===== src/cpu_config.svh =====
`ifndef CPU_CONFIG_SVH
`define CPU_CONFIG_SVH

// Build-time sizing of the teaching core

// Instruction words in program storage, sets the pc width
`define CPU_IMEM_DEPTH 64

// General purpose registers, sets the register index width
`define CPU_REG_COUNT 32

// Datapath width of registers, ALU and displays
`define CPU_WORD_WIDTH 32

`endif


===== src/cpu_pkg.sv =====
package cpu_pkg;

	`include "cpu_config.svh"

	localparam int word_width = `CPU_WORD_WIDTH; // Datapath width
	localparam int pc_width = $clog2(`CPU_IMEM_DEPTH); // Word address bits
	localparam int reg_idx_width = $clog2(`CPU_REG_COUNT); // Register index bits

	typedef logic [word_width-1:0] word_t; // Register and bus word
	typedef logic [pc_width-1:0] pc_t; // Instruction word address
	typedef logic [reg_idx_width-1:0] reg_idx_t; // Register index
	typedef logic [15:0] imm_t; // Immediate field

	// Opcode field, bits 31:26 of the instruction
	typedef enum logic [5:0] {
		OP_NOP  = 6'b000000,
		OP_ADD  = 6'b000001, // rd = rs + rt
		OP_ADDI = 6'b000010, // rt = rs + sext(imm)
		OP_SUB  = 6'b000011, // rd = rs - rt
		OP_LI   = 6'b010100, // rt = zext(imm)
		OP_IN   = 6'b100000, // rt = in_data
		OP_OUT  = 6'b100001, // display[rd] = rt
		OP_JUMP = 6'b100101, // Absolute target in imm
		OP_BNE  = 6'b100111,
		OP_BEQ  = 6'b101000,
		OP_HALT = 6'b111111
	} opcode_t;

	// Decoder output, fields plus control flags
	typedef struct packed {
		opcode_t opcode;
		reg_idx_t rs;
		reg_idx_t rt;
		reg_idx_t rd;
		imm_t immediate;
		reg_idx_t dest; // rd for R-type, rt for immediate forms
		logic reg_write; // Instruction writes dest
		logic is_in; // Write-back from input port
		logic is_out; // Display update
		logic is_branch; // Conditional branch
		logic branch_on_equal; // BEQ when set, BNE when clear
		logic is_jump; // Unconditional jump
		logic is_halt; // Stops the core
	} decoded_instr_t;

	// Execute stage output
	typedef struct packed {
		word_t alu_value; // Sum or difference
		pc_t next_pc; // Target or pc+1
		logic branch_taken; // Condition held
	} exec_result_t;

	// Three output display words
	typedef struct packed {
		word_t d0;
		word_t d1;
		word_t d2;
	} display_set_t;

endpackage


===== src/instruction_memory.sv =====
`timescale 1ns/1ns

`include "cpu_config.svh"

// Program storage, written by the loader and read at the program counter
module instruction_memory
	import cpu_pkg::*;
(
	input  logic  clock,
	input  logic  prog_we, // Load strobe
	input  pc_t   prog_addr, // Load word address
	input  word_t prog_data, // Load word
	input  pc_t   pc, // Fetch address
	output word_t instruction // Fetched word
);

	word_t mem [`CPU_IMEM_DEPTH]; // No reset on contents

	// One word per strobed clock
	always_ff @(posedge clock) begin
		if (prog_we) begin
			mem[prog_addr] <= prog_data;
		end
	end

	// Asynchronous fetch, single-cycle core
	assign instruction = mem[pc];

endmodule


===== config.mk =====
export PLATFORM = sky130hd
export DESIGN_NAME = instruction_memory
export DESIGN_NICKNAME = d
export VERILOG_FILES = /design/src/cpu_pkg.sv /design/src/instruction_memory.sv
export VERILOG_INCLUDE_DIRS = /design/src /design/src/src
export SDC_FILE = /design/constraint.sdc
export NUM_CORES = 2
export LEC_CHECK = 0
export BUFFER_PORTS_ARGS = -buffer_cell sky130_fd_sc_hd__buf_2
export CAP_MARGIN = 20
export CORE_MARGIN = 3
export CORE_UTILIZATION = 60
export CTS_BUF_LIST = sky130_fd_sc_hd__clkbuf_4 sky130_fd_sc_hd__clkbuf_8
export CTS_CLUSTER_SIZE = 14
export DETAILED_ROUTE_END_ITERATION = 10
export MAX_ROUTING_LAYER = met4
export PLACE_DENSITY = 0.76
export RECOVER_POWER = 50
export SYNTH_ARGS = -nofsm -noshare
export SYNTH_HDL_FRONTEND = slang
export SYNTH_SLANG_ARGS = --single-unit

===== constraint.sdc =====
create_clock -name clock -period 9.5 [get_ports clock]
set_input_delay 0.95 -clock clock [delete_from_list [all_inputs] [get_ports clock]]
set_output_delay 0.95 -clock clock [all_outputs]
set_load 0.02 [all_outputs]

# Yosys cells after proc, flatten, opt, wreduce, memory -nomap -nowiden
# Memory sizes are Yosys's and may differ from the RTL's.
# Cells that the tools add are included.
[totals] rom_bits=0 ramBits=2048 wordCells=3 ff_bits=0 output_inout_bits=32 latch_bits=0 in_bits=46 memories=1
[memory_table] memory="mem" depth=64 width=32 read_ports=1 rd_clocked_by_memory_dff=0 wr=1 line_no="instruction_memory.sv:17" text="word_t mem [`CPU_IMEM_DEPTH];"
[op_classes] bitwise_logic=0 n_eq_ne=0 shift=0 magnitude_cmp=0 reduce_logical=0 n_div=0 mux=2 n_mul=0 n_addsub=0
[op_table] cell="$mux W1" n=2

# Depth between registers and ports, before layout
[depth] word_depth=2 depth_mapped=10 mapped_depth_nobuf=5

# Least setup slack after synthesis
# No wires, ideal clock.
[synth_timing] path_kind="input port to flip-flop" startpoint="input prog_addr[3]" endpoint="memory mem[48][0] (netlist bit) (enable)" t_arrival_ns=3.649 setup_slack_ns=5.390 t_required_ns=9.039 stages=4 setup_ns=0.461 path_buffers=1 cell_sequence="clkbuf_1 > nor2b_1 > nand4b_1 > nor3_1"
[synth_rtl] element="start, declared" line_no="instruction_memory.sv:11" text="input pc_t prog_addr,"
[synth_rtl] element="end, declared" line_no="instruction_memory.sv:17"
# Straight into the memory's write port.

# Final worst setup path
[layout_timing] startpoint="input pc[0]" endpoint="output instruction[26]"
[layout_via] elab_chain_cells=1
[layout_lines] element="start, declared" line_no="instruction_memory.sv:13" text="input pc_t pc,"
[layout_lines] element="$mem_v2 Z64 W32"
[layout_lines] element="end, declared" line_no="instruction_memory.sv:14" text="output word_t instruction"
# Every way passes these cells.

==> reports/metrics.cfg <==
[synth]
synth_edf_count=2048
syn-num-nets=3338
synth_warnings=0
synth_cell_type_count=33
syn_inst=3292
synth_area_per_cell_um2=23.66
async_flop_share_pct=0
yosysSeqAreaShare_pct=78.97
synth-seq-cells=2048
syn-cell-area_um2=77870
synth-main-ff-cell=edfxtp_1

[sta]
whs_ps=349.8
fin_tns_setup_ps=0
finalSetupViolCount=0
slew_viol_final=1706
rsz0062_at_grt=no
min_period_ps=5680
slew_headroom_pct=-148.5
worstMarginPinSlew_ps=3727
hold_viol_final=0
fmax_mhz=176.0
timing.final.crit_share_pct=59.79

[outcome]
status=finished, violations left
failed_checks=capacitance limit, slew limit

[drt]
via_per_inst=6.784
drtPass1Iterations=7
vias=38046
drt-total-wl_mm=194.2
final_antenna_net_count=0
wl_per_cell_um=34.63
drc=0
drtIter0Drc=5829

[grt]
grt_pass1_wl_mm=276.6
overflow=0
antenna_found_initial=24
grt_pass1_vias=38584
grt_max_degree=129
grt.total_usage_pct=30.15

[placed_design]
dp_hpwl_mm=102.1
place_congestion=0.8563
place_inst=5014
port_buffers=77

[clock_network]
cts_tree=built
ctsResizeCount=0
clockBufferDepth=4
cts.clk_slew.worst_paths_ps=60
clkSinkCount=2048
cts_root_buf=clkbuf_8
hold_buffers=0
numCtsBuffers=327
cts_setup_buffers=0
cts.htree.levels=5

[floorplan]
num_rows=131
die-area_um2=134200
io_pins=78
die_y_um=366.3
initial_core_util_pct=60.76
core-area_um2=128200
die_x_um=366.3

[setup_path]
max_stage_delay_ps=710
path_cells=buf_8, buf_12, mux4_2, mux2i_1, a21oi_1, a21oi_1, nor2_1, buf_2
crit_buf_inv=3
crit_type=in2out
crit_required_ps=8550
critPathMostFrequentCell=a21oi_1
critPathTopFamily=buffers and inverters
crit_slowest_cell=buf_8
startpoint_type=input pin
path_max_fanout=107
worstSetupEndpointType=output port
crit_arrival_ps=4730

[hold_path]
hp-class=in2reg
min_path_cells=1
hp-start=prog_data[20]
holdPathEnd=mem[5][20]

[power]
leakagePower_nw=27.00
design_power_total_mw=17.86
p_per_area_nw_per_um2=205.8
peakVddDrop_mv=0.1799

[layout]
top_register=mem
reg.largest.list=mem (2048)
fin_nets=3680
finalCoreUtilization_pct=67.70
synthToLayoutAreaGrowth_pct=11.44
drive_gt1_share_pct=31.78
stdcell_count=5608
largest_reg_flops=2048

[job]
max-cap-violations=33

## power breakdown
group | switching [mW] | total [mW] | leakage, nW | internal (mW)
clock | 3.24 | 6.88 | 3.13 | 3.64
combinational | 0.617 | 0.943 | 5.45 | 0.326
sequential | 0.0148 | 10.0 | 18.4 | 10.0
## layout by cell type, fill, tap and decap left out, types with 15 or more instances in the layout
cell / n
clkinv_1: 76
mux4_2: 544
buf_4: 79
diode_2: 21
o221ai_1: 27
clkbuf_8: 331
clkinv_2: 41
a21oi_1: 62
mux2i_1: 93
nor2_4: 59
nand2_1: 25
o22ai_1: 84
buf_2: 48
clkbuf_1: 57
edfxtp_1: 2048
nor2_1: 77
nor2b_1: 15
clkbuf_4: 99
## how the worst max path moves through the flow
stage	startpoint	to	slack, ps	cells after the start
after global routing	pc[0]	instruction[10]	3490	8
after detailed placement	pc[0]	instruction[7]	3750	8
after CTS	pc[0]	instruction[7]	3760	8
final	pc[0]	instruction[26]	3820	8
after global placement	pc[0]	instruction[7]	3830	8
after floorplan	prog_addr[3]	mem[48][0]	5390	4
## synth_stat cells (7+ instances only)
cell      count  area share, %
o22ai_1      84           0.67
a21oi_1      62           0.40
a311oi_1      8          0.090
nand2b_1      8          0.064
buf_1        21           0.10
buf_4        25           0.24
nor3_1        7          0.045
nand2_1      26           0.13
mux4_2      544             16
buf_2        57           0.37
nor2b_1      15           0.12
o221ai_1     27           0.30
mux2i_1      93            1.2
nor2_1      137           0.66
a22oi_1      12           0.12
clkbuf_1     74           0.36
edfxtp_1   2048             79
## per-layer routing
layer  vias up  GRT usage [%]  routed length (µm)
met2      2815          44.91               92880
met1     19842          40.48               67020
met4         0          11.94                8446
met3       487          8.133               25850
met5         -              -                   0
li1      14902              -                   -
## logic make-up after synthesis
family,share of synthesized area (%)
and+or+nand+nor,1.276
buffers and inverters,1.138
muxes,16.93
DFF,78.97
AOI/OAI and AO/OA,1.687
## cell type report
cell class	instances	area, µm²
Antenna cell	21	52.55
Tap cell	1729	2163
Clock inverter	123	559.3
Clock buffer	430	5299
Multi-Input combinational cell	1062	15950
Timing Repair Buffer	195	1260
Fill cell	7679	41390
Sequential cell	2048	61500
## metrics by stage
step	worst slack [ps]	area, µm²
floorplan	5390	77870
global placement	3834	80870
detailed placement	3752	80890
CTS	3755	86750
global route	3487	86770
finish	3820	86780
No activity file was read; power rests on OpenSTA's default activity.
