===== src/cpu_config.svh =====
`ifndef CPU_CONFIG_SVH
`define CPU_CONFIG_SVH

// Build-time sizing of the teaching core

// Instruction words in program storage, sets the pc width
`define CPU_IMEM_DEPTH 64

// General purpose registers, sets the register index width
`define CPU_REG_COUNT 32

// Datapath width of registers, ALU and displays
`define CPU_WORD_WIDTH 32

`endif


===== src/cpu_pkg.sv =====
package cpu_pkg;

	`include "cpu_config.svh"

	localparam int word_width = `CPU_WORD_WIDTH; // Datapath width
	localparam int pc_width = $clog2(`CPU_IMEM_DEPTH); // Word address bits
	localparam int reg_idx_width = $clog2(`CPU_REG_COUNT); // Register index bits

	typedef logic [word_width-1:0] word_t; // Register and bus word
	typedef logic [pc_width-1:0] pc_t; // Instruction word address
	typedef logic [reg_idx_width-1:0] reg_idx_t; // Register index
	typedef logic [15:0] imm_t; // Immediate field

	// Opcode field, bits 31:26 of the instruction
	typedef enum logic [5:0] {
		OP_NOP  = 6'b000000,
		OP_ADD  = 6'b000001, // rd = rs + rt
		OP_ADDI = 6'b000010, // rt = rs + sext(imm)
		OP_SUB  = 6'b000011, // rd = rs - rt
		OP_LI   = 6'b010100, // rt = zext(imm)
		OP_IN   = 6'b100000, // rt = in_data
		OP_OUT  = 6'b100001, // display[rd] = rt
		OP_JUMP = 6'b100101, // Absolute target in imm
		OP_BNE  = 6'b100111,
		OP_BEQ  = 6'b101000,
		OP_HALT = 6'b111111
	} opcode_t;

	// Decoder output, fields plus control flags
	typedef struct packed {
		opcode_t opcode;
		reg_idx_t rs;
		reg_idx_t rt;
		reg_idx_t rd;
		imm_t immediate;
		reg_idx_t dest; // rd for R-type, rt for immediate forms
		logic reg_write; // Instruction writes dest
		logic is_in; // Write-back from input port
		logic is_out; // Display update
		logic is_branch; // Conditional branch
		logic branch_on_equal; // BEQ when set, BNE when clear
		logic is_jump; // Unconditional jump
		logic is_halt; // Stops the core
	} decoded_instr_t;

	// Execute stage output
	typedef struct packed {
		word_t alu_value; // Sum or difference
		pc_t next_pc; // Target or pc+1
		logic branch_taken; // Condition held
	} exec_result_t;

	// Three output display words
	typedef struct packed {
		word_t d0;
		word_t d1;
		word_t d2;
	} display_set_t;

endpackage


===== src/execute_unit.sv =====
`timescale 1ns/1ns

// ALU, branch compare and next-PC selection
module execute_unit
	import cpu_pkg::*;
(
	input  decoded_instr_t decoded,
	input  word_t          rs_value, // First operand
	input  word_t          rt_value, // Second operand, compare partner
	input  pc_t            pc, // Current instruction address
	output exec_result_t   result
);

	word_t imm_sext; // Sign-extended immediate for ADDI
	logic operands_equal; // Branch comparison
	logic redirect; // Taken branch or jump

	assign imm_sext = {{(word_width-16){decoded.immediate[15]}}, decoded.immediate};
	assign operands_equal = (rs_value == rt_value);

	// Arithmetic, wraps modulo 2^32
	always_comb begin
		case (decoded.opcode)
			OP_ADD: result.alu_value = rs_value + rt_value;
			OP_SUB: result.alu_value = rs_value - rt_value;
			OP_ADDI: result.alu_value = rs_value + imm_sext;
			default: result.alu_value = '0; // Unused by other opcodes
		endcase
	end

	// BEQ on equal, BNE on differ
	assign result.branch_taken = decoded.is_branch &&
		(decoded.branch_on_equal ? operands_equal : !operands_equal);

	assign redirect = result.branch_taken || decoded.is_jump;

	// Absolute target from the low immediate bits
	assign result.next_pc = redirect ? decoded.immediate[pc_width-1:0] : pc + 1'b1;

endmodule


===== config.mk =====
export PLATFORM = sky130hd
export DESIGN_NAME = execute_unit
export DESIGN_NICKNAME = d
export VERILOG_FILES = /design/src/cpu_pkg.sv /design/src/execute_unit.sv
export VERILOG_INCLUDE_DIRS = /design/src /design/src/src
export SDC_FILE = /design/constraint.sdc
export NUM_CORES = 1
export LEC_CHECK = 0
export BUFFER_PORTS_ARGS = -buffer_cell sky130_fd_sc_hd__buf_2
export CAP_MARGIN = 20
export CORE_ASPECT_RATIO = 0.9
export CORE_MARGIN = 10
export CORE_UTILIZATION = 53
export DETAILED_ROUTE_END_ITERATION = 10
export PLACE_DENSITY = 0.85
export RECOVER_POWER = 25
export SYNTH_ARGS = -nofsm -noshare
export SYNTH_HDL_FRONTEND = slang
export SYNTH_SLANG_ARGS = --single-unit

===== constraint.sdc =====
create_clock -name vclk -period 5.2
set_clock_uncertainty 0.15 [all_clocks]
set_input_delay 0.26 -clock vclk [all_inputs]
set_output_delay 0.26 -clock vclk [all_outputs]
set_load 0.02 [all_outputs]

# --- Word-level counts from Yosys, hierarchy flattened ---
# Index checks and enable logic that the tools add are counted.
totals:
  regBits: 0
  word_cells: 14
  output_inout_bits: 39
  in_bits: 119
classes:
  mux: 3
  n_eq_ne: 4
  reduce_logical: 3
  n_addsub: 4
op_table:
  columns: ["operator", "count"]
  rows:
  - ["$pmux W32 S3", 1]
  - ["$add A32 B32 Y32", 2]
  - ["$eq A32 B32 Y1", 1]
  - ["$sub A32 B32 Y32", 1]
  - ["$eq A6 B2 Y1 const B", 2]
  - ["$add A6 B1 Y6 const B", 1]
  - ["$eq A6 B1 Y1 const B", 1]
  - ["$mux W6", 1]
  - ["$logic_and A1 B1 Y1", 1]
  - ["$logic_not A1 Y1", 1]
  - ["$logic_or A1 B1 Y1", 1]
  - ["$mux W1", 1]

# --- Longest topological paths before layout ---
logic_depth:
  word_depth: 6
  mapped_depth: 15
  mapped_depth_nobuf: 14

# --- Worst setup path before layout ---
# Ideal clock, no wire load.
synth_path:
  path_kind: "input-to-output"
  startpoint: "input decoded[46] in the netlist's numbering"
  endpoint: "output result[31] in the netlist's numbering"
  path_slack_ns: 1.030
  required_ns: 4.790
  arrival_ns: 3.760
  path_stages: 15
  n_path_buf: 1
  path_cell_list: "nor4_2 -> nand3b_1 -> clkbuf_1 -> nand2_1 -> o21ai_0 -> ha_1 -> fa_1 -> a211oi_1 -> o21ai_1 -> a211o_1 -> o21ba_2 -> a31o_2 -> a31oi_1 -> xor2_1 -> o22ai_1"
synth_lines:
  columns: ["item", "line", "rtl"]
  rows:
  - ["start: declaration", "execute_unit.sv:7", "input decoded_instr_t decoded,"]
  - ["end: declaration", "execute_unit.sv:11", "output exec_result_t result"]

==> flow_metrics.tcl <==
set metrics [dict create \
    regArea_sq_um 0 \
    crit_path_start_kind "input port" \
    final_cell_area_sq_mm 0.005046 \
    end_kind "primary output" \
    hold_path_class "in2out" \
    die_h_um 105.7 \
    dp_cells 829 \
    multiInputGateArea_sq_mm 0.004036 \
    status "completed" \
    synthesis.nets 809 \
    grt_pass1_vias 4968 \
    io_pins 158 \
    required_ps 4790 \
    setup_viol 0 \
    ys_seq_area_share_pct 0 \
    peakVddDrop_mv 0.06207 \
    max_freq_mhz 209.4 \
    fin_nets 920 \
    synthToLayoutAreaGrowth_pct 16.76 \
    powerDensity_mw_per_mm2 115.3 \
    critPathMaxFanout 13 \
    fillers 768 \
    crit_arrival_ps 4370 \
    num_rows 31 \
    dp_hpwl_mm 12.70 \
    antenna-diode-count 0 \
    seq_cell_count 0 \
    grt_pass1_wl_mm 23.83 \
    die_area_sq_mm 0.01217 \
    drtPass1Iterations 5 \
    cts_resized 0 \
    drive_gt1_share_pct 22.88 \
    syn_avg_cell_area_sq_um 6.959 \
    core-area_sq_mm 0.007990 \
    wl_mm 14.97 \
    min_period_ps 4776 \
    die_w_um 115.2 \
    worstSetupPathType "in2out" \
    total_leakage_power_nw 2.575 \
    gr-usage-all-layers_pct 22.36 \
    port_buffers 134 \
    hold_viol 0 \
    yosysWarnings 0 \
    grt_max_degree 28 \
    drt-wirelength-per-cell_um 18.05 \
    worstMarginPinSlew_ps 618.1 \
    drtIter0Drc 521 \
    via_per_inst 6.399 \
    drv_slew 0 \
    post_cts_buffers 0 \
    initial_core_util_pct 54.09 \
    setup_tns_ps 0 \
    synth_area_sq_mm 0.004322 \
    overflow 0 \
    antenna_found_initial 0 \
    synth_cell_types 69 \
    utilization_pct 63.15 \
    drc 0 \
    post_dp_cell_area_sq_mm 0.005057 \
    instances_no_fill 829 \
    via_count 5305 \
    clock_buffers 0 \
    slew_headroom_pct 58.36 \
    holdWs_ps 693.1 \
    grt_setup_unrepaired "false" \
    hold_buffers 0 \
    ant_nets 0 \
    fin_crit_sh_pct 91.85 \
    syn_inst 621 \
    cap_viol_max_count 0 \
    gp_congestion 0.9900 \
]
==> cells in the mapped netlist (17+ instances only) <==
| library cell | instances | share of area (%) |
|---|---|---|
| o22ai_1 | 20 | 2.9 |
| a21o_1 | 38 | 6.6 |
| xnor2_1 | 31 | 6.3 |
| xor2_1 | 26 | 5.3 |
| nand2_1 | 56 | 4.9 |
| clkbuf_1 | 25 | 2.2 |
| nand3_1 | 21 | 2.4 |
| a21oi_1 | 49 | 5.7 |
| mux2_2 | 17 | 4.4 |
| ha_1 | 67 | 19 |
| o21ai_0 | 31 | 3.6 |
| inv_1 | 44 | 3.8 |
| nor2_1 | 28 | 2.4 |
==> worst max-delay path, stage by stage <==
cell and delay (ps):
buf_2 100, nor4_2 470, nand3b_1 260, buf_4 260, mux2_2 310, fa_1 470, a211oi_1 350, o21ai_1 210
a211o_1 320, o21ba_2 250, a21oi_1 350, o311ai_1 170, xnor2_1 150, o22ai_1 210, buf_2 210
==> through the flow <==
stage / setup WS (ps) / power, W
floorplan: 1030 / 0.0004191
global placement: 581.7 / 0.0005524
detailed placement: 512.8 / 0.0005662
CTS: 493.4 / 0.0005703
global route: 152.9 / 0.0006365
finish: 423.6 / 0.0005819
==> cells in the final DEF, fill, tap and decap left out, drive strengths merged, types with 9 or more instances in the layout <==
master | Yosys | final
mux2 | 17 | 17
nand2 | 56 | 56
o22ai | 20 | 20
xor2 | 26 | 26
a21o | 40 | 40
a31oi | 10 | 10
o21a | 12 | 12
nor2 | 28 | 28
inv | 44 | 44
a21oi | 50 | 50
xnor2 | 31 | 31
o21ai | 34 | 34
a211oi | 9 | 9
nor3 | 12 | 12
o211ai | 9 | 9
ha | 67 | 67
nand4 | 10 | 10
nand3 | 21 | 21
buf | 4 | 133
==> per-layer routing <==
metal / global-route usage, % / vias up / wire length (um)
met5: 0 / - / 0
met4: 2.385 / 0 / 249
met3: 2.381 / 32 / 1483
met2: 37.90 / 296 / 6795
met1: 30.39 / 2436 / 6438
li1: - / 2541 / -
==> power by group <==
part,internal (W),switching [W]
combinational,0.000249,0.000333
clock,0,0
sequential,0,0
==> area by class of cell <==
class / count / area share [%]
Inverter: 44 / 3.273
Multi-Input combinational cell: 547 / 79.99
Tap cell: 99 / 2.455
Timing Repair Buffer: 139 / 14.28
==> cell families after synthesis <==
logic type      share of synthesized area, %
mux                                    5.588
fa+ha+maj                              20.32
compound gates                         37.35
buf+inv                                6.514
simple gates                           18.67
xor+xnor                               11.55
==> worst paths after layout <==
kind                     from         end  cells after the start
setup / recovery  decoded[46]  result[37]                     15
hold / removal          pc[0]   result[1]                      3
Power figures use the tool's default switching activity.
