--- src/cpu_config.svh ---
`ifndef CPU_CONFIG_SVH
`define CPU_CONFIG_SVH

// Build-time sizing of the teaching core

// Instruction words in program storage, sets the pc width
`define CPU_IMEM_DEPTH 64

// General purpose registers, sets the register index width
`define CPU_REG_COUNT 32

// Datapath width of registers, ALU and displays
`define CPU_WORD_WIDTH 32

`endif

--- src/cpu_pkg.sv ---
package cpu_pkg;

	`include "cpu_config.svh"

	localparam int word_width = `CPU_WORD_WIDTH; // Datapath width
	localparam int pc_width = $clog2(`CPU_IMEM_DEPTH); // Word address bits
	localparam int reg_idx_width = $clog2(`CPU_REG_COUNT); // Register index bits

	typedef logic [word_width-1:0] word_t; // Register and bus word
	typedef logic [pc_width-1:0] pc_t; // Instruction word address
	typedef logic [reg_idx_width-1:0] reg_idx_t; // Register index
	typedef logic [15:0] imm_t; // Immediate field

	// Opcode field, bits 31:26 of the instruction
	typedef enum logic [5:0] {
		OP_NOP  = 6'b000000,
		OP_ADD  = 6'b000001, // rd = rs + rt
		OP_ADDI = 6'b000010, // rt = rs + sext(imm)
		OP_SUB  = 6'b000011, // rd = rs - rt
		OP_LI   = 6'b010100, // rt = zext(imm)
		OP_IN   = 6'b100000, // rt = in_data
		OP_OUT  = 6'b100001, // display[rd] = rt
		OP_JUMP = 6'b100101, // Absolute target in imm
		OP_BNE  = 6'b100111,
		OP_BEQ  = 6'b101000,
		OP_HALT = 6'b111111
	} opcode_t;

	// Decoder output, fields plus control flags
	typedef struct packed {
		opcode_t opcode;
		reg_idx_t rs;
		reg_idx_t rt;
		reg_idx_t rd;
		imm_t immediate;
		reg_idx_t dest; // rd for R-type, rt for immediate forms
		logic reg_write; // Instruction writes dest
		logic is_in; // Write-back from input port
		logic is_out; // Display update
		logic is_branch; // Conditional branch
		logic branch_on_equal; // BEQ when set, BNE when clear
		logic is_jump; // Unconditional jump
		logic is_halt; // Stops the core
	} decoded_instr_t;

	// Execute stage output
	typedef struct packed {
		word_t alu_value; // Sum or difference
		pc_t next_pc; // Target or pc+1
		logic branch_taken; // Condition held
	} exec_result_t;

	// Three output display words
	typedef struct packed {
		word_t d0;
		word_t d1;
		word_t d2;
	} display_set_t;

endpackage

--- src/register_file.sv ---
`timescale 1ns/1ns

`include "cpu_config.svh"

// General register bank, two combinational reads and one write
module register_file
	import cpu_pkg::*;
(
	input  logic     clock,
	input  logic     rst_n,
	input  reg_idx_t rs, // Read port A index
	input  reg_idx_t rt, // Read port B index
	output word_t    rs_value, // Read port A data
	output word_t    rt_value, // Read port B data
	input  logic     write_enable, // Retire-qualified write
	input  reg_idx_t write_index,
	input  word_t    write_value
);

	word_t regs [`CPU_REG_COUNT]; // Architectural registers

	always_ff @(posedge clock or negedge rst_n) begin
		if (!rst_n) begin
			for (int i = 0; i < `CPU_REG_COUNT; i++) begin
				regs[i] <= '0; // All registers cleared
			end
		end else if (write_enable && (write_index != '0)) begin
			regs[write_index] <= write_value; // r0 writes dropped
		end
	end

	// r0 hardwired to zero
	assign rs_value = (rs == '0) ? '0 : regs[rs];
	assign rt_value = (rt == '0) ? '0 : regs[rt];

endmodule

--- config.mk ---
export PLATFORM = sky130hd
export DESIGN_NAME = register_file
export DESIGN_NICKNAME = d
export VERILOG_FILES = /design/src/cpu_pkg.sv /design/src/register_file.sv
export VERILOG_INCLUDE_DIRS = /design/src /design/src/src
export SDC_FILE = /design/constraint.sdc
export NUM_CORES = 2
export LEC_CHECK = 0
export BUFFER_PORTS_ARGS = -buffer_cell sky130_fd_sc_hd__buf_2
export CORE_MARGIN = 2
export CORE_UTILIZATION = 35
export DETAILED_ROUTE_END_ITERATION = 8
export PLACE_DENSITY = 0.47
export SLEW_MARGIN = 25
export SYNTH_ARGS = -nofsm -noshare
export SYNTH_HDL_FRONTEND = slang
export SYNTH_SLANG_ARGS = --single-unit
export TNS_END_PERCENT = 30
--- constraint.sdc ---
create_clock -name clock -period 3 [get_ports clock]
set_clock_uncertainty 0.1 [all_clocks]
set_input_delay 0.6 -clock clock [delete_from_list [all_inputs] [get_ports clock]]
set_output_delay 0.6 -clock clock [all_outputs]
set_load 0.02 [all_outputs]
# Word level (Yosys, flattened, before mapping)

Cells that the tools add are included.

Bits in registers: 1024
Output and inout bits: 64

Magnitude comparators: 4
Multiplexer cells: 11
Bitwise operators: 3
Reductions and logical operators: 5

Operator list:

| cell                                                                          | count |
|---|---|
| 1024-bit bitwise mux                                                          | 1 |
| 32-bit binary-select mux with 5-bit select                                    | 2 |
| 32-bit 2-to-1 mux                                                             | 7 |
| 32-bit demux with 5-bit select                                                | 1 |
| 6-bit >= comparator (second input constant)                                   | 3 |
| 5-bit NOT with 6-bit output                                                   | 3 |
| 5-bit logical NOT                                                             | 2 |
| 6-bit by 1-bit less-than comparator with 1-bit output (second input constant) | 1 |
| 5-bit nonzero test                                                            | 1 |
| 1-bit logical AND                                                             | 2 |

# Longest topological paths before layout

Word-level depth: 6
Gate-level depth with buffers: 7
Depth with buffers taken out: 4

# Worst setup path after synthesis

No wires, ideal clock.

Path type: input-to-output
Start point: input rs[0]
End point: output rs_value[14]
Data arrival time: 2.269 ns
Data required time: 2.300 ns
Setup slack: 0.031 ns
Stages on the path: 7
Cell sequence: buf_2 > inv_1 > buf_2 > buf_2 > clkbuf_1 > o2111ai_1 > a311oi_1

Cells in the longest elaborated chain, start to end: 5

Ends and longest elaborated chain:

| what                                                 | RTL line            | RTL |
|---|---|---|
| start: declaration                                   | register_file.sv:11 | `input reg_idx_t rs,` |
| 5-bit NOT with 6-bit output (not written as such)    | register_file.sv:33 | `assign rs_value = (rs == '0) ? '0 : regs[rs];` |
| 32-bit binary-select mux with 5-bit select           | register_file.sv:33 |  |
| 32-bit 2-to-1 mux (not written as such) (2 in a row) | register_file.sv:33 |  |
| 32-bit 2-to-1 mux (*)                                | register_file.sv:33 |  |
| end: declaration                                     | register_file.sv:13 | `output word_t rs_value,` |

Mark *: on every way between the ends. The rest lies on a longest branch, timed or not. The select of a mux whose other input is x is not followed.

# Worst setup path in the final report

Start point: input rt[1]
End point: output rt_value[1]

Cells in the longest elaborated chain, start to end: 5

Ends and longest elaborated chain:

| what                                                 | RTL line            | RTL |
|---|---|---|
| start: declaration                                   | register_file.sv:12 | `input reg_idx_t rt,` |
| 5-bit NOT with 6-bit output (not written as such)    | register_file.sv:34 | `assign rt_value = (rt == '0) ? '0 : regs[rt];` |
| 32-bit binary-select mux with 5-bit select           | register_file.sv:34 |  |
| 32-bit 2-to-1 mux (not written as such) (2 in a row) | register_file.sv:34 |  |
| 32-bit 2-to-1 mux (*)                                | register_file.sv:34 |  |
| end: declaration                                     | register_file.sv:14 | `output word_t rt_value,` |

Marked as above.

==> metrics.yaml <==
route.met3.wl_um: 12200
via_count: 36400
drv_slew: 0
required_ps: 2300
ys_seq_area_frac: 0.471
cts_buffers: 121
wl_um: 209000
globalRouteTotalUtil: 0.265
wire_per_inst_um: 34.2
place_ws_ps: -558
wl_met1_um: 96100
antenna_left: 0
setup_slack_ps: -302
timing.fmax_mhz: 303
cts_tree: "built"
nets: 4017
yosys.area.top_type_share: 0.471
synth_top_family_by_area: "multiplexers"
synth_edf_count: 0
fin_crit_sh: 1.10
dp_hpwl_um: 133000
die_h_um: 398
yosysMostFrequentCell: "mux2_2"
grt_overflow: 0
startpoint_type: "input port"
holdWs_ps: 294
synthMuxAreaShare: 0.428
arrival_ps: 2600
vdd_ir_drop_max_v: 0.000500
cp-end-kind: "primary output"
dr.pass1.iters: 5
top_layer_used: "met5"
synth_cells: 3621
path_class: "in -> out"
synthesis.nets: 3671
seq_area_mm2: 0.0256
drc: 0
cts_htree_levels: 3
path_max_fanout: 7
min_period_ps: 3300
yosys_warnings: 0
multi_input_area_mm2: 0.0283
first_iter_violations: 2825
placementRows: 144
numPortBuffers: 113
gp_congestion: 0.812
ys.flop_type: "dfrtp_1"
synth_compound_area_frac: 0.0484
synth_xor_area_frac: 0
clkLatencyLatePin_ps: 750
die_width_um: 398
cts-root-buf: "clkbuf_16"
place_area_mm2: 0.0612
grt_pass1_wl_um: 298000
synth_top_area_cell: "dfrtp_1"
drive_gt1_frac: 0.627
antenna_found_initial: 16
cts.path.max_buffers: 3
tns_ps: -10800
cap_violations: 0
synthToLayoutAreaGrowth_pct: 24.5
syn_area_mm2: 0.0544
regMostFlops: "regs"
first_global_vias: 37700
slew_headroom: 0.325
synth_fa_ha_area_frac: 0
largest_reg_flops: 1024
coreArea_mm2: 0.154
synth-async-reset-ratio: 1.00
ys_types: 35
initial_core_util: 0.353
tightest_slew_ps: 1010
wl_met2_um: 95000
clk_pin_slew_ps: 60
synth_commonest_cells: "mux2_2, dfrtp_1, mux4_2"
ys_seq_elements: 1024
setup_viol: 64
die_area_mm2: 0.159
violations: "negative setup slack"
io_pins: 114
final_cell_area_mm2: 0.0677
p_per_area_mw_per_mm2: 633
grt_max_degree: 91
vias_per_cell: 5.95
status: "finished with violations"
cts.sinks: 1024
fillCellCount: 13900
cellLeakagePower_uw: 0.0292
reg_top3: "regs: 1024 flops"
hold_class: "reg -> reg"
fin_total_pwr_uw: 42800
finalHoldViolCount: 0
synth-simple-area-share: 0.0161
rsz0062_at_grt: "yes"
avgSynthCellArea_um2: 15.0
synth_area_leaders: "dfrtp_1, mux2_2, mux4_2, mux2i_1, buf_2"
cells by family after synthesis:
family / after synthesis
compound gates: 366
mux: 1632
flops: 1024
buf+inv: 434
simple gates: 165
stage by stage:
stage,util,instances
finish,0.439,6115
CTS,0.434,6079
global route,0.439,6111
floorplan,-,3621
detailed placement,0.397,5829
global placement,0.396,5827
cells in the final DEF, fill, tap and decap left out, types with 8 or more instances in the layout:
cell type  instances
a211oi_1          26
a211oi_2          34
a221oi_1          30
a221oi_2          15
a22oi_1           44
a22oi_2           20
a311oi_1          35
a311oi_2          17
a311oi_4          12
buf_12           125
buf_16            25
buf_2             51
buf_4            380
buf_6             58
buf_8              8
clkbuf_1          32
clkbuf_16        126
clkbuf_8          28
clkinv_2          29
dfrtp_1         1024
mux2_1            10
mux2_2          1009
mux2_4            37
mux2i_1          128
mux4_2           448
nand2_1           38
nand2_4            8
nor2_4            15
nor2b_1           60
nor2b_4            9
o2111ai_1         14
o21ai_0           24
o21ai_1           36
o21ai_2           39
o21ai_4           11
final timing paths:
path                             from     endpoint  slack, ps  depth (start not counted)
setup / recovery                rt[1]  rt_value[1]       -300                          9
hold reg to reg            regs[1013]   regs[1013]        290                          0
min in group asynchronous       rst_n     regs[28]        310                          2
hold / removal             regs[1013]   regs[1013]        290                          0
setup reg to reg            regs[574]    regs[574]       2000                          2
max in group asynchronous       rst_n    regs[754]       1550                          3
per-layer routing:
layer	vias to the layer above	track usage
met1	20200	0.388
met4	10	0.0730
met2	1083	0.407
met3	263	0.0407
met5	-	0
li1	14800	-
timing repair:
item | in CTS | in global routing
hold buffers | 1 | 0
setup buffers | 29 | 32
setup endpoints to repair | 64 | 64
endpoints found under the hold margin | 22 | 0
gates resized for setup | 395 | 80
pin swaps | 54 | 18
gates cloned | 9 | 3
where the power goes:
part	switching (uW)	internal, uW	leakage, uW	total, uW
clock network	6220	8510	0.00194	14700
logic	3950	5760	0.0141	9710
registers	1940	16400	0.0131	18400
worst max-delay path: stages:
cell	delay (ps)
buf_12	120
buf_16	160
buf_12	170
buf_6	170
mux4_2	510
a22oi_2	300
a311oi_2	180
buf_4	230
buf_6	120
cell type report:
cell class / instances / share of cell area
Multi-Input combinational cell: 2163 / 0.418
Tap cell: 2044 / 0.0378
Clock inverter: 39 / 0.00464
Timing Repair Buffer: 655 / 0.108
Inverter: 2 / 0.000185
Sequential cell: 1024 / 0.379
Clock buffer: 183 / 0.0530
Antenna cell: 5 / 0.000185
Power figures use the tool's default switching activity.
