[config.mk]
export PLATFORM = sky130hd
export DESIGN_NAME = result_stage
export DESIGN_NICKNAME = d
export VERILOG_FILES = /design/src/cpu_pkg.sv /design/src/result_stage.sv
export VERILOG_INCLUDE_DIRS = /design/src /design/src/src
export SDC_FILE = /design/constraint.sdc
export NUM_CORES = 1
export LEC_CHECK = 0
export BUFFER_PORTS_ARGS = -buffer_cell sky130_fd_sc_hd__buf_4
export CAP_MARGIN = 20
export CORE_ASPECT_RATIO = 1.5
export CORE_MARGIN = 10
export CORE_UTILIZATION = 24
export DETAILED_ROUTE_END_ITERATION = 10
export PLACE_DENSITY = 0.58
export SETUP_SLACK_MARGIN = 0.4
export SYNTH_ARGS = -nofsm -noshare
export SYNTH_HDL_FRONTEND = slang
export SYNTH_SLANG_ARGS = --single-unit
[constraint.sdc]
create_clock -name clock -period 2.25 [get_ports clock]
set_input_delay 0.3375 -clock clock [delete_from_list [all_inputs] [get_ports clock]]
set_output_delay 0.3375 -clock clock [all_outputs]
set_load 0.02 [all_outputs]
[src/cpu_config.svh]
`ifndef CPU_CONFIG_SVH
`define CPU_CONFIG_SVH

// Build-time sizing of the teaching core

// Instruction words in program storage, sets the pc width
`define CPU_IMEM_DEPTH 64

// General purpose registers, sets the register index width
`define CPU_REG_COUNT 32

// Datapath width of registers, ALU and displays
`define CPU_WORD_WIDTH 32

`endif

[src/cpu_pkg.sv]
package cpu_pkg;

	`include "cpu_config.svh"

	localparam int word_width = `CPU_WORD_WIDTH; // Datapath width
	localparam int pc_width = $clog2(`CPU_IMEM_DEPTH); // Word address bits
	localparam int reg_idx_width = $clog2(`CPU_REG_COUNT); // Register index bits

	typedef logic [word_width-1:0] word_t; // Register and bus word
	typedef logic [pc_width-1:0] pc_t; // Instruction word address
	typedef logic [reg_idx_width-1:0] reg_idx_t; // Register index
	typedef logic [15:0] imm_t; // Immediate field

	// Opcode field, bits 31:26 of the instruction
	typedef enum logic [5:0] {
		OP_NOP  = 6'b000000,
		OP_ADD  = 6'b000001, // rd = rs + rt
		OP_ADDI = 6'b000010, // rt = rs + sext(imm)
		OP_SUB  = 6'b000011, // rd = rs - rt
		OP_LI   = 6'b010100, // rt = zext(imm)
		OP_IN   = 6'b100000, // rt = in_data
		OP_OUT  = 6'b100001, // display[rd] = rt
		OP_JUMP = 6'b100101, // Absolute target in imm
		OP_BNE  = 6'b100111,
		OP_BEQ  = 6'b101000,
		OP_HALT = 6'b111111
	} opcode_t;

	// Decoder output, fields plus control flags
	typedef struct packed {
		opcode_t opcode;
		reg_idx_t rs;
		reg_idx_t rt;
		reg_idx_t rd;
		imm_t immediate;
		reg_idx_t dest; // rd for R-type, rt for immediate forms
		logic reg_write; // Instruction writes dest
		logic is_in; // Write-back from input port
		logic is_out; // Display update
		logic is_branch; // Conditional branch
		logic branch_on_equal; // BEQ when set, BNE when clear
		logic is_jump; // Unconditional jump
		logic is_halt; // Stops the core
	} decoded_instr_t;

	// Execute stage output
	typedef struct packed {
		word_t alu_value; // Sum or difference
		pc_t next_pc; // Target or pc+1
		logic branch_taken; // Condition held
	} exec_result_t;

	// Three output display words
	typedef struct packed {
		word_t d0;
		word_t d1;
		word_t d2;
	} display_set_t;

endpackage

[src/result_stage.sv]
`timescale 1ns/1ns

// Architectural state and retirement of each instruction
module result_stage
	import cpu_pkg::*;
(
	input  logic           clock,
	input  logic           rst_n,
	input  logic           run, // Execution enable level
	input  decoded_instr_t decoded,
	input  exec_result_t   result,
	input  word_t          rt_value, // Source for OUT
	input  word_t          in_data, // Sampled on IN retire
	output pc_t            pc,
	output logic           write_enable, // To register file
	output reg_idx_t       write_index,
	output word_t          write_value,
	output display_set_t   displays,
	output logic           in_read, // Pulse after IN retires
	output logic           halted
);

	logic retire; // Instruction completes this edge
	word_t imm_zext; // LI operand

	assign retire = run && !halted;
	assign imm_zext = {{(word_width-16){1'b0}}, decoded.immediate};

	// Write-back source select
	always_comb begin
		if (decoded.is_in) begin
			write_value = in_data;
		end else if (decoded.opcode == OP_LI) begin
			write_value = imm_zext;
		end else begin
			write_value = result.alu_value; // ADD, SUB, ADDI
		end
	end

	assign write_enable = retire && decoded.reg_write;
	assign write_index = decoded.dest;

	always_ff @(posedge clock or negedge rst_n) begin
		if (!rst_n) begin
			pc <= '0;
			displays <= '0;
			in_read <= 1'b0;
			halted <= 1'b0;
		end else begin
			in_read <= retire && decoded.is_in; // One cycle per IN
			if (retire) begin
				pc <= result.next_pc;
				if (decoded.is_halt) begin
					halted <= 1'b1; // Freezes everything until reset
				end
				if (decoded.is_out) begin
					case (decoded.rd[1:0])
						2'd0: displays.d0 <= rt_value;
						2'd1: displays.d1 <= rt_value;
						2'd2: displays.d2 <= rt_value;
						default: begin
							// Selector 3 has no display
						end
					endcase
				end
			end
		end
	end

endmodule

Word level (Yosys, flattened, before mapping). Cells that the tools add are included.

Register bits: 104.

Reduce and logical (&&, ||, !) cells: 9. Equality and inequality tests: 3. Multiplexer cells: 2.

Operators with widths (count): $mux 32 (2); $reduce_and 3->1 (3); $eq 6x5->1 const B (1); $logic_and 1x1->1 (3); $eq 2x1->1 const B (1); $eq 2x2->1 const B (1); $logic_not 2->1 (1); $reduce_and 2->1 (1); $logic_not 1->1 (1).

Depth between registers and ports, before layout. Gate-level depths: netlist of the first run.

Word-level depth: 3. Mapped depth: 5. Gate-level depth less buffers: 3.

Worst setup path after synthesis of the first run. No wires, ideal clock.

Path type: input -> output. Start point: input port decoded[44] (netlist name). End point: output port write_value[10]. Slack: 0.504 ns. Buffers on the path: 1. Required time: 1.913 ns. Arrival time: 1.409 ns. Stages: 4. Cells stage by stage: nor4b_4 -> buf_4 -> nand3_1 -> a31oi_1.

Cells in the longest elaborated chain, start to end: 3.

Ends and longest elaborated chain: from (decl) (RTL line result_stage.sv:10) `input decoded_instr_t decoded,`; $eq 6x5->1 (RTL line result_stage.sv:33) `end else if (decoded.opcode == OP_LI) begin`; $mux 32 (RTL line result_stage.sv:33); $mux 32 (RTL line result_stage.sv:31) `if (decoded.is_in) begin`; to (decl) (RTL line result_stage.sv:17) `output word_t write_value,`.

No other way between the ends.

Worst setup path after layout of the first run.
Start point: input port decoded[43] (netlist name). End point: output port write_value[21].

Same word-level chain as after synthesis.

==> results of run 1 <==
-- layout by cell type, fill, tap and decap left out, types with 2 or more instances in the layout --
master	netlist	final
buf_4	6	270
dfrtp_1	104	104
mux2_2	71	71
o21ai_1	46	31
mux2_4	30	30
nand2_1	16	16
a31oi_1	16	15
o21ai_2	0	12
buf_6	12	10
clkbuf_16	0	9
nand3_1	6	6
nor2_1	6	6
buf_12	0	6
a2bb2oi_2	0	5
o21ai_4	0	4
a2bb2oi_1	10	4
or4b_4	1	3
nand4b_4	2	3
and2_1	2	2
inv_6	0	2
-- stage by stage --
stage / power, W / worst slack, ns / hold slack [ns]
4_1_cts: 0.00499 / 0.272 / 0.0290
3_3_place_gp: 0.00333 / 0.129 / 0.387
6_report: 0.00490 / 0.263 / 0.0148
5_1_grt: 0.00516 / 0.239 / 0.0468
3_5_place_dp: 0.00336 / 0.122 / 0.406
2_1_floorplan: 0.00268 / 0.504 / 0.0419
-- flip-flops by register name, summed over array words and instances (netlist names) --
name      count
halted        1
in_read       1
pc            6
displays     96
-- layer usage --
layer  wire length [um]  track usage  share of wire
met3               1950       0.0620           0.10
met4                798       0.0694          0.043
met2               9500        0.236           0.51
met5                  0            0              0
met1               6520        0.131           0.35
-- cell families after synthesis --
kind of cell	count (synthesis)	synth area share
AO/OA/AOI/OAI	75	0.0908
flip-flops	104	0.543
AND/OR/NAND/NOR	38	0.0519
buffers and inverters	33	0.0519
multiplexers	102	0.263
-- final timing paths --
| kind | depth (start not counted) | slack, ns | endpoint | startpoint |
|---|---|---|---|---|
| hold reg to reg | 1 | 0.50 | displays[90] | displays[90] |
| max in group asynchronous | 2 | 1.46 | displays[42] | rst_n |
| min in group clock | 2 | 0.20 | halted | decoded[0] |
| setup reg to reg | 4 | 0.51 | displays[6] | halted |
| hold / removal | 1 | 0.01 | displays[58] | rst_n |
| setup / recovery | 6 | 0.26 | write_value[21] | decoded[43] |
-- where the power goes --
group          total (W)  switching [W]  leakage, nW  internal [W]
Combinational    0.00124       0.000620         2.44      0.000621
Sequential       0.00212      0.0000900         1.39       0.00203
Clock            0.00154       0.000759        0.138      0.000781
-- cell usage after synthesis --
library cell  instances  share of area
a21o_1                1         0.0016
a2bb2oi_1            10          0.018
a31oi_1              16          0.021
and2_1                2         0.0026
and4bb_2              1         0.0026
buf_1                 3         0.0023
buf_2                 2         0.0021
buf_4                 6         0.0094
buf_6                12          0.028
clkbuf_1              8         0.0063
clkbuf_8              1         0.0029
dfrtp_1             104           0.54
inv_1                 1        0.00078
mux2_1                1         0.0023
mux2_2               71           0.17
mux2_4               30          0.094
nand2_1              16          0.013
nand2b_1              1         0.0013
nand3_1               6         0.0063
nand4b_4              2         0.0099
nor2_1                6         0.0047
nor2b_1               1         0.0013
nor2b_4               1         0.0029
nor4b_4               1         0.0050
o21ai_0               2         0.0021
o21ai_1              46          0.048
or4b_4                1         0.0029
-- worst max-delay path: cells and delay by family --
| family | cells | cell delay, ns |
|---|---|---|
| AND/OR/NAND/NOR | 1 | 0.65 |
| buffers and inverters | 3 | 0.48 |
| AO/OA/AOI/OAI | 2 | 0.18 |
-- cell type report --
type,count,share of cell area
Clock inverter,6,0.00803
Clock buffer,10,0.0300
Tap cell,260,0.0426
Multi-Input combinational cell,218,0.282
Timing Repair Buffer,286,0.296
Inverter,1,0.000492
Sequential cell,104,0.341
-- repair_timing --
action / in CTS / in global routing
setup buffers: 0 / 3
cloned: 3 / 1
gates resized for setup: 33 / 16
endpoints found under the setup margin: 65 / 62
endpoints found under the hold margin: 0 / 0
pin swaps: 5 / 9
==> results.py, run 1 <==
metrics = {
    "clock_network": {
        "numCtsBuffers": 9,
        "cts.sinks": 104,
        "clk-insertion-delay-late_ns": 0.34,
        "h-tree-depth": 3,
        "hold_buffers": 0,
        "cts_buffer_depth": 2,
        "cts_tree": "built",
        "clk_pin_slew_ns": 0.08,
        "cts_root_buf": "clkbuf_16",
    },
    "grt": {
        "grt_max_degree": 57,
        "grt-ovfl-total": 0,
        "grt_pass1_vias": 4708,
        "grt_use_total": 0.135,
        "antenna_found_initial": 0,
        "grt_pass1_wl_um": 27400,
    },
    "timing": {
        "period_share": 0.883,
        "fmax_mhz": 503,
        "rsz0062_at_grt": "yes",
        "hold_violations": 0,
        "min_period_ns": 1.99,
        "maxSlewViolCount": 0,
        "fin_skew_ns": 0.0143,
        "tns_ns": 0,
        "tightest_slew_ns": 0.653,
        "setup_viol": 0,
        "maxSlewHeadroom": 0.565,
    },
    "die": {
        "io_pins": 297,
        "rows": 63,
        "die_w_um": 135,
        "dieArea_mm2": 0.0262,
        "start_util": 0.243,
        "fp.dieH_um": 193,
        "core-area_mm2": 0.0197,
    },
    "logic_synthesis": {
        "ys_ff_latch": 104,
        "yosys.cell_types.count": 27,
        "synth_area_per_cell_um2": 13.6,
        "ys_warn_count": 0,
        "netlist_area_mm2": 0.00480,
        "syn_nets": 507,
        "synth_cells": 352,
        "yosysSeqAreaShare": 0.543,
    },
    "cells_and_area": {
        "multi_input_area_mm2": 0.00215,
        "fin_cells": 885,
        "design_area_mm2": 0.00763,
        "n_antenna_cell": 0,
        "regArea_mm2": 0.00260,
        "final_core_util": 0.387,
        "area_growth_pct": 59.1,
        "drive_above_1_share": 0.694,
        "final_nets": 775,
        "fillCellCount": 1908,
    },
    "detailed_routing": {
        "ant_nets": 0,
        "drc": 0,
        "routed_wl_um": 18800,
        "drtIter0Drc": 121,
        "via_per_inst": 4.59,
        "vias": 4059,
        "wl_per_cell_um": 21.2,
        "firstDrtPassIters": 4,
    },
    "pwr": {
        "pwr_density_cell_mw_per_mm2": 642,
        "p_leak_nw": 3.97,
        "ir_drop_v": 0.000398,
    },
    "placement": {
        "place_congestion": 0.930,
        "dpl_cell_area_mm2": 0.00704,
        "hpwl_um": 14200,
        "place_inst": 862,
        "io_buffer_count": 269,
    },
    "worst_setup_path": {
        "critPathArrivalTime_ns": 1.65,
        "cp-end-kind": "output pin",
        "critPathMaxFanout": 7,
        "max_stage_delay_ns": 0.65,
        "start_kind": "input pin",
        "path_class": "in -> out",
        "cp_cell_sequence": "buf_12, or4b_4, buf_6, o21ai_2, o21ai_1, buf_4",
        "required_ns": 1.91,
        "cp_slowest_cell": "or4b_4",
    },
    "flow_run": {
        "cap_violations": 0,
    },
    "outcome": {
        "status": "complete, no violations",
    },
    "worst_hold_path": {
        "hp-class": "in -> async",
    },
}
(Power assumes the default switching activity.)
==> run 2, diff against run 1 <==
--- a/config.mk
+++ b/config.mk
@@ -9,7 +9,7 @@
 export BUFFER_PORTS_ARGS = -buffer_cell sky130_fd_sc_hd__buf_4
 export CAP_MARGIN = 20
 export CORE_ASPECT_RATIO = 1.5
-export CORE_MARGIN = 10
+export CORE_MARGIN = 2
 export CORE_UTILIZATION = 24
 export DETAILED_ROUTE_END_ITERATION = 10
 export PLACE_DENSITY = 0.58
@@ -17,3 +17,4 @@
 export SYNTH_ARGS = -nofsm -noshare
 export SYNTH_HDL_FRONTEND = slang
 export SYNTH_SLANG_ARGS = --single-unit
+export TNS_END_PERCENT = 10
==> run 2 against run 1 <==
Setup slack got worse by 0.023 ns. Flip-flop and latch count is the same. Global-route usage is 2.2 points higher. Sequential share of layout area increased by 0.42 points. Maximum frequency decreased by 1.1%. Hold slack better by 0.18 ns. Die area decreased by 19%. Non-clock buffer count is 1 lower. Register-to-register slack lost 0.14 ns. Clock-buffer cell count did not move. Clock skew is 0.0051 ns lower. Sequential power about the same.
==> results.py, run 2 (synthesis results as in run 1) <==
metrics = {
    "cells_and_area": {
        "top_register": "displays",
        "area_growth_pct": 57.1,
        "n_antenna_cell": 0,
        "largest_reg_flops": 96,
        "largestRegisters": "displays x96, pc x6",
        "final_common_cell": "buf_4",
        "final_nets": 773,
        "final_cell_mix": "275 x buf_4, 104 x dfrtp_1, 71 x mux2_2, 35 x o21ai_1, 30 x mux2_4",
        "design_area_mm2": 0.00754,
        "drive_above_1_share": 0.685,
    },
    "detailed_routing": {
        "via_per_inst": 4.57,
        "routed_wl_um": 16800,
        "firstDrtPassIters": 4,
        "ant_nets": 0,
        "drtIter0Drc": 125,
        "vias": 4038,
        "wl_per_cell_um": 19.0,
        "drc": 0,
    },
    "clock_network": {
        "cts_setup_buffers": 0,
        "h-tree-depth": 3,
        "cts_tree": "built",
        "clk_pin_slew_ns": 0.07,
        "cts_root_buf": "clkbuf_16",
        "clk-insertion-delay-late_ns": 0.34,
        "numCtsBuffers": 9,
        "cts_buffer_depth": 2,
        "cts.sinks": 104,
    },
    "timing": {
        "maxSlewHeadroom": 0.515,
        "setup_viol": 0,
        "hold_violations": 0,
        "fmax_mhz": 498,
        "period_share": 0.893,
        "min_period_ns": 2.01,
        "rsz0062_at_grt": "yes",
        "tightest_slew_ns": 0.727,
        "fin_skew_ns": 0.00918,
        "tns_ns": 0,
        "maxSlewViolCount": 0,
    },
    "die": {
        "start_util": 0.243,
        "core-area_mm2": 0.0197,
        "io_pins": 297,
        "fp.dieH_um": 177,
        "die_w_um": 119,
        "rows": 63,
        "dieArea_mm2": 0.0212,
    },
    "grt": {
        "grt-ovfl-total": 0,
        "grt_pass1_wl_um": 24800,
        "grt_max_degree": 54,
        "use_met1": 0.177,
        "grt_use_met2": 0.280,
        "antenna_found_initial": 0,
        "use_met3": 0.0425,
        "grt_use_total": 0.157,
        "grt_pass1_vias": 4285,
        "grt.busiest_layer": "met2",
    },
    "worst_setup_path": {
        "r2r_slack_ns": 0.37,
        "r2r-start": "halted",
        "cp-end-kind": "output pin",
        "critPathArrivalTime_ns": 1.67,
        "max_stage_delay_ns": 0.65,
        "cp_slowest_cell": "or4b_4",
        "worst-r2r-cell-count": 3,
        "path_class": "in -> out",
        "cp_cell_sequence": "buf_6, or4b_4, buf_12, o21ai_2, a31oi_1, buf_4",
        "required_ns": 1.91,
        "rr_endpoint": "displays[23]",
        "critPathMaxFanout": 7,
        "start_kind": "input pin",
    },
    "pwr": {
        "ir_drop_v": 0.000313,
        "pwr_density_cell_mw_per_mm2": 665,
        "p_leak_nw": 3.93,
    },
    "outcome": {
        "status": "complete, no violations",
    },
    "flow_run": {
        "cap_violations": 0,
    },
    "placement": {
        "place_congestion": 0.893,
        "io_buffer_count": 269,
        "dpl_cell_area_mm2": 0.00705,
        "hpwl_um": 13200,
    },
    "worst_hold_path": {
        "hold_start": "decoded[0]",
        "hp-class": "in -> reg",
        "holdPathEnd": "halted",
        "hold_depth": 2,
    },
}
-- run 2: cell type report --
cell class	instances	area, um2
Clock buffer	10	239
Tap cell	260	325
Timing Repair Buffer	285	2230
Multi-Input combinational cell	217	2050
Inverter	1	3.75
Clock inverter	6	83.8
Fill cell	1966	12200
Sequential cell	104	2600
-- run 2: power breakdown --
| part | total, W | switching [W] | internal, W |
|---|---|---|---|
| registers | 0.00212 | 0.0000935 | 0.00203 |
| clock network | 0.00168 | 0.000757 | 0.000924 |
| logic | 0.00121 | 0.000607 | 0.000607 |
| total | 0.00502 | 0.00146 | 0.00356 |
-- run 2: critical path, delay by kind of cell --
kind / cells / cell delay, ns
AND/OR/NAND/NOR: 1 / 0.65
buffers and inverters: 3 / 0.47
AO/OA/AOI/OAI: 2 / 0.21
-- run 2: stage by stage --
stage / total power (W) / cells / utilization / hold slack, ns / setup slack (ns)
after floorplan: 0.00268 / 352 / - / 0.0419 / 0.504
after global placement: 0.00334 / 863 / 0.358 / 0.284 / 0.148
after detailed placement: 0.00336 / 863 / 0.358 / 0.295 / 0.141
after CTS: 0.00512 / 883 / 0.382 / 0.174 / 0.252
after global routing: 0.00526 / 883 / 0.383 / 0.185 / 0.211
final: 0.00502 / 883 / 0.383 / 0.196 / 0.240
-- run 2: per-layer routing --
layer	wire, um	share of wire	vias up
li1	-	-	1808
met1	6400	0.38	1952
met2	8520	0.51	241
met3	1330	0.079	37
met4	519	0.031	0
met5	0	0	-
-- run 2: how the worst max path moves through the flow --
stage                            from              end  slack (ns)
final                     decoded[43]  write_value[11]        0.24
after CTS                 decoded[48]  write_value[10]        0.25
after global routing           halted      displays[0]        0.21
after floorplan           decoded[44]  write_value[10]        0.50
after detailed placement  decoded[44]  write_value[28]        0.14
after global placement    decoded[44]  write_value[28]        0.15
-- run 2: repair_timing --
item                                    in CTS  in global routing
gates resized for setup                     27                  1
cloned                                       3                  0
endpoints found under the setup margin      65                 62
pin swaps                                    7                  1
hold endpoints to repair                    28                  0
hold buffers                                 1                  0
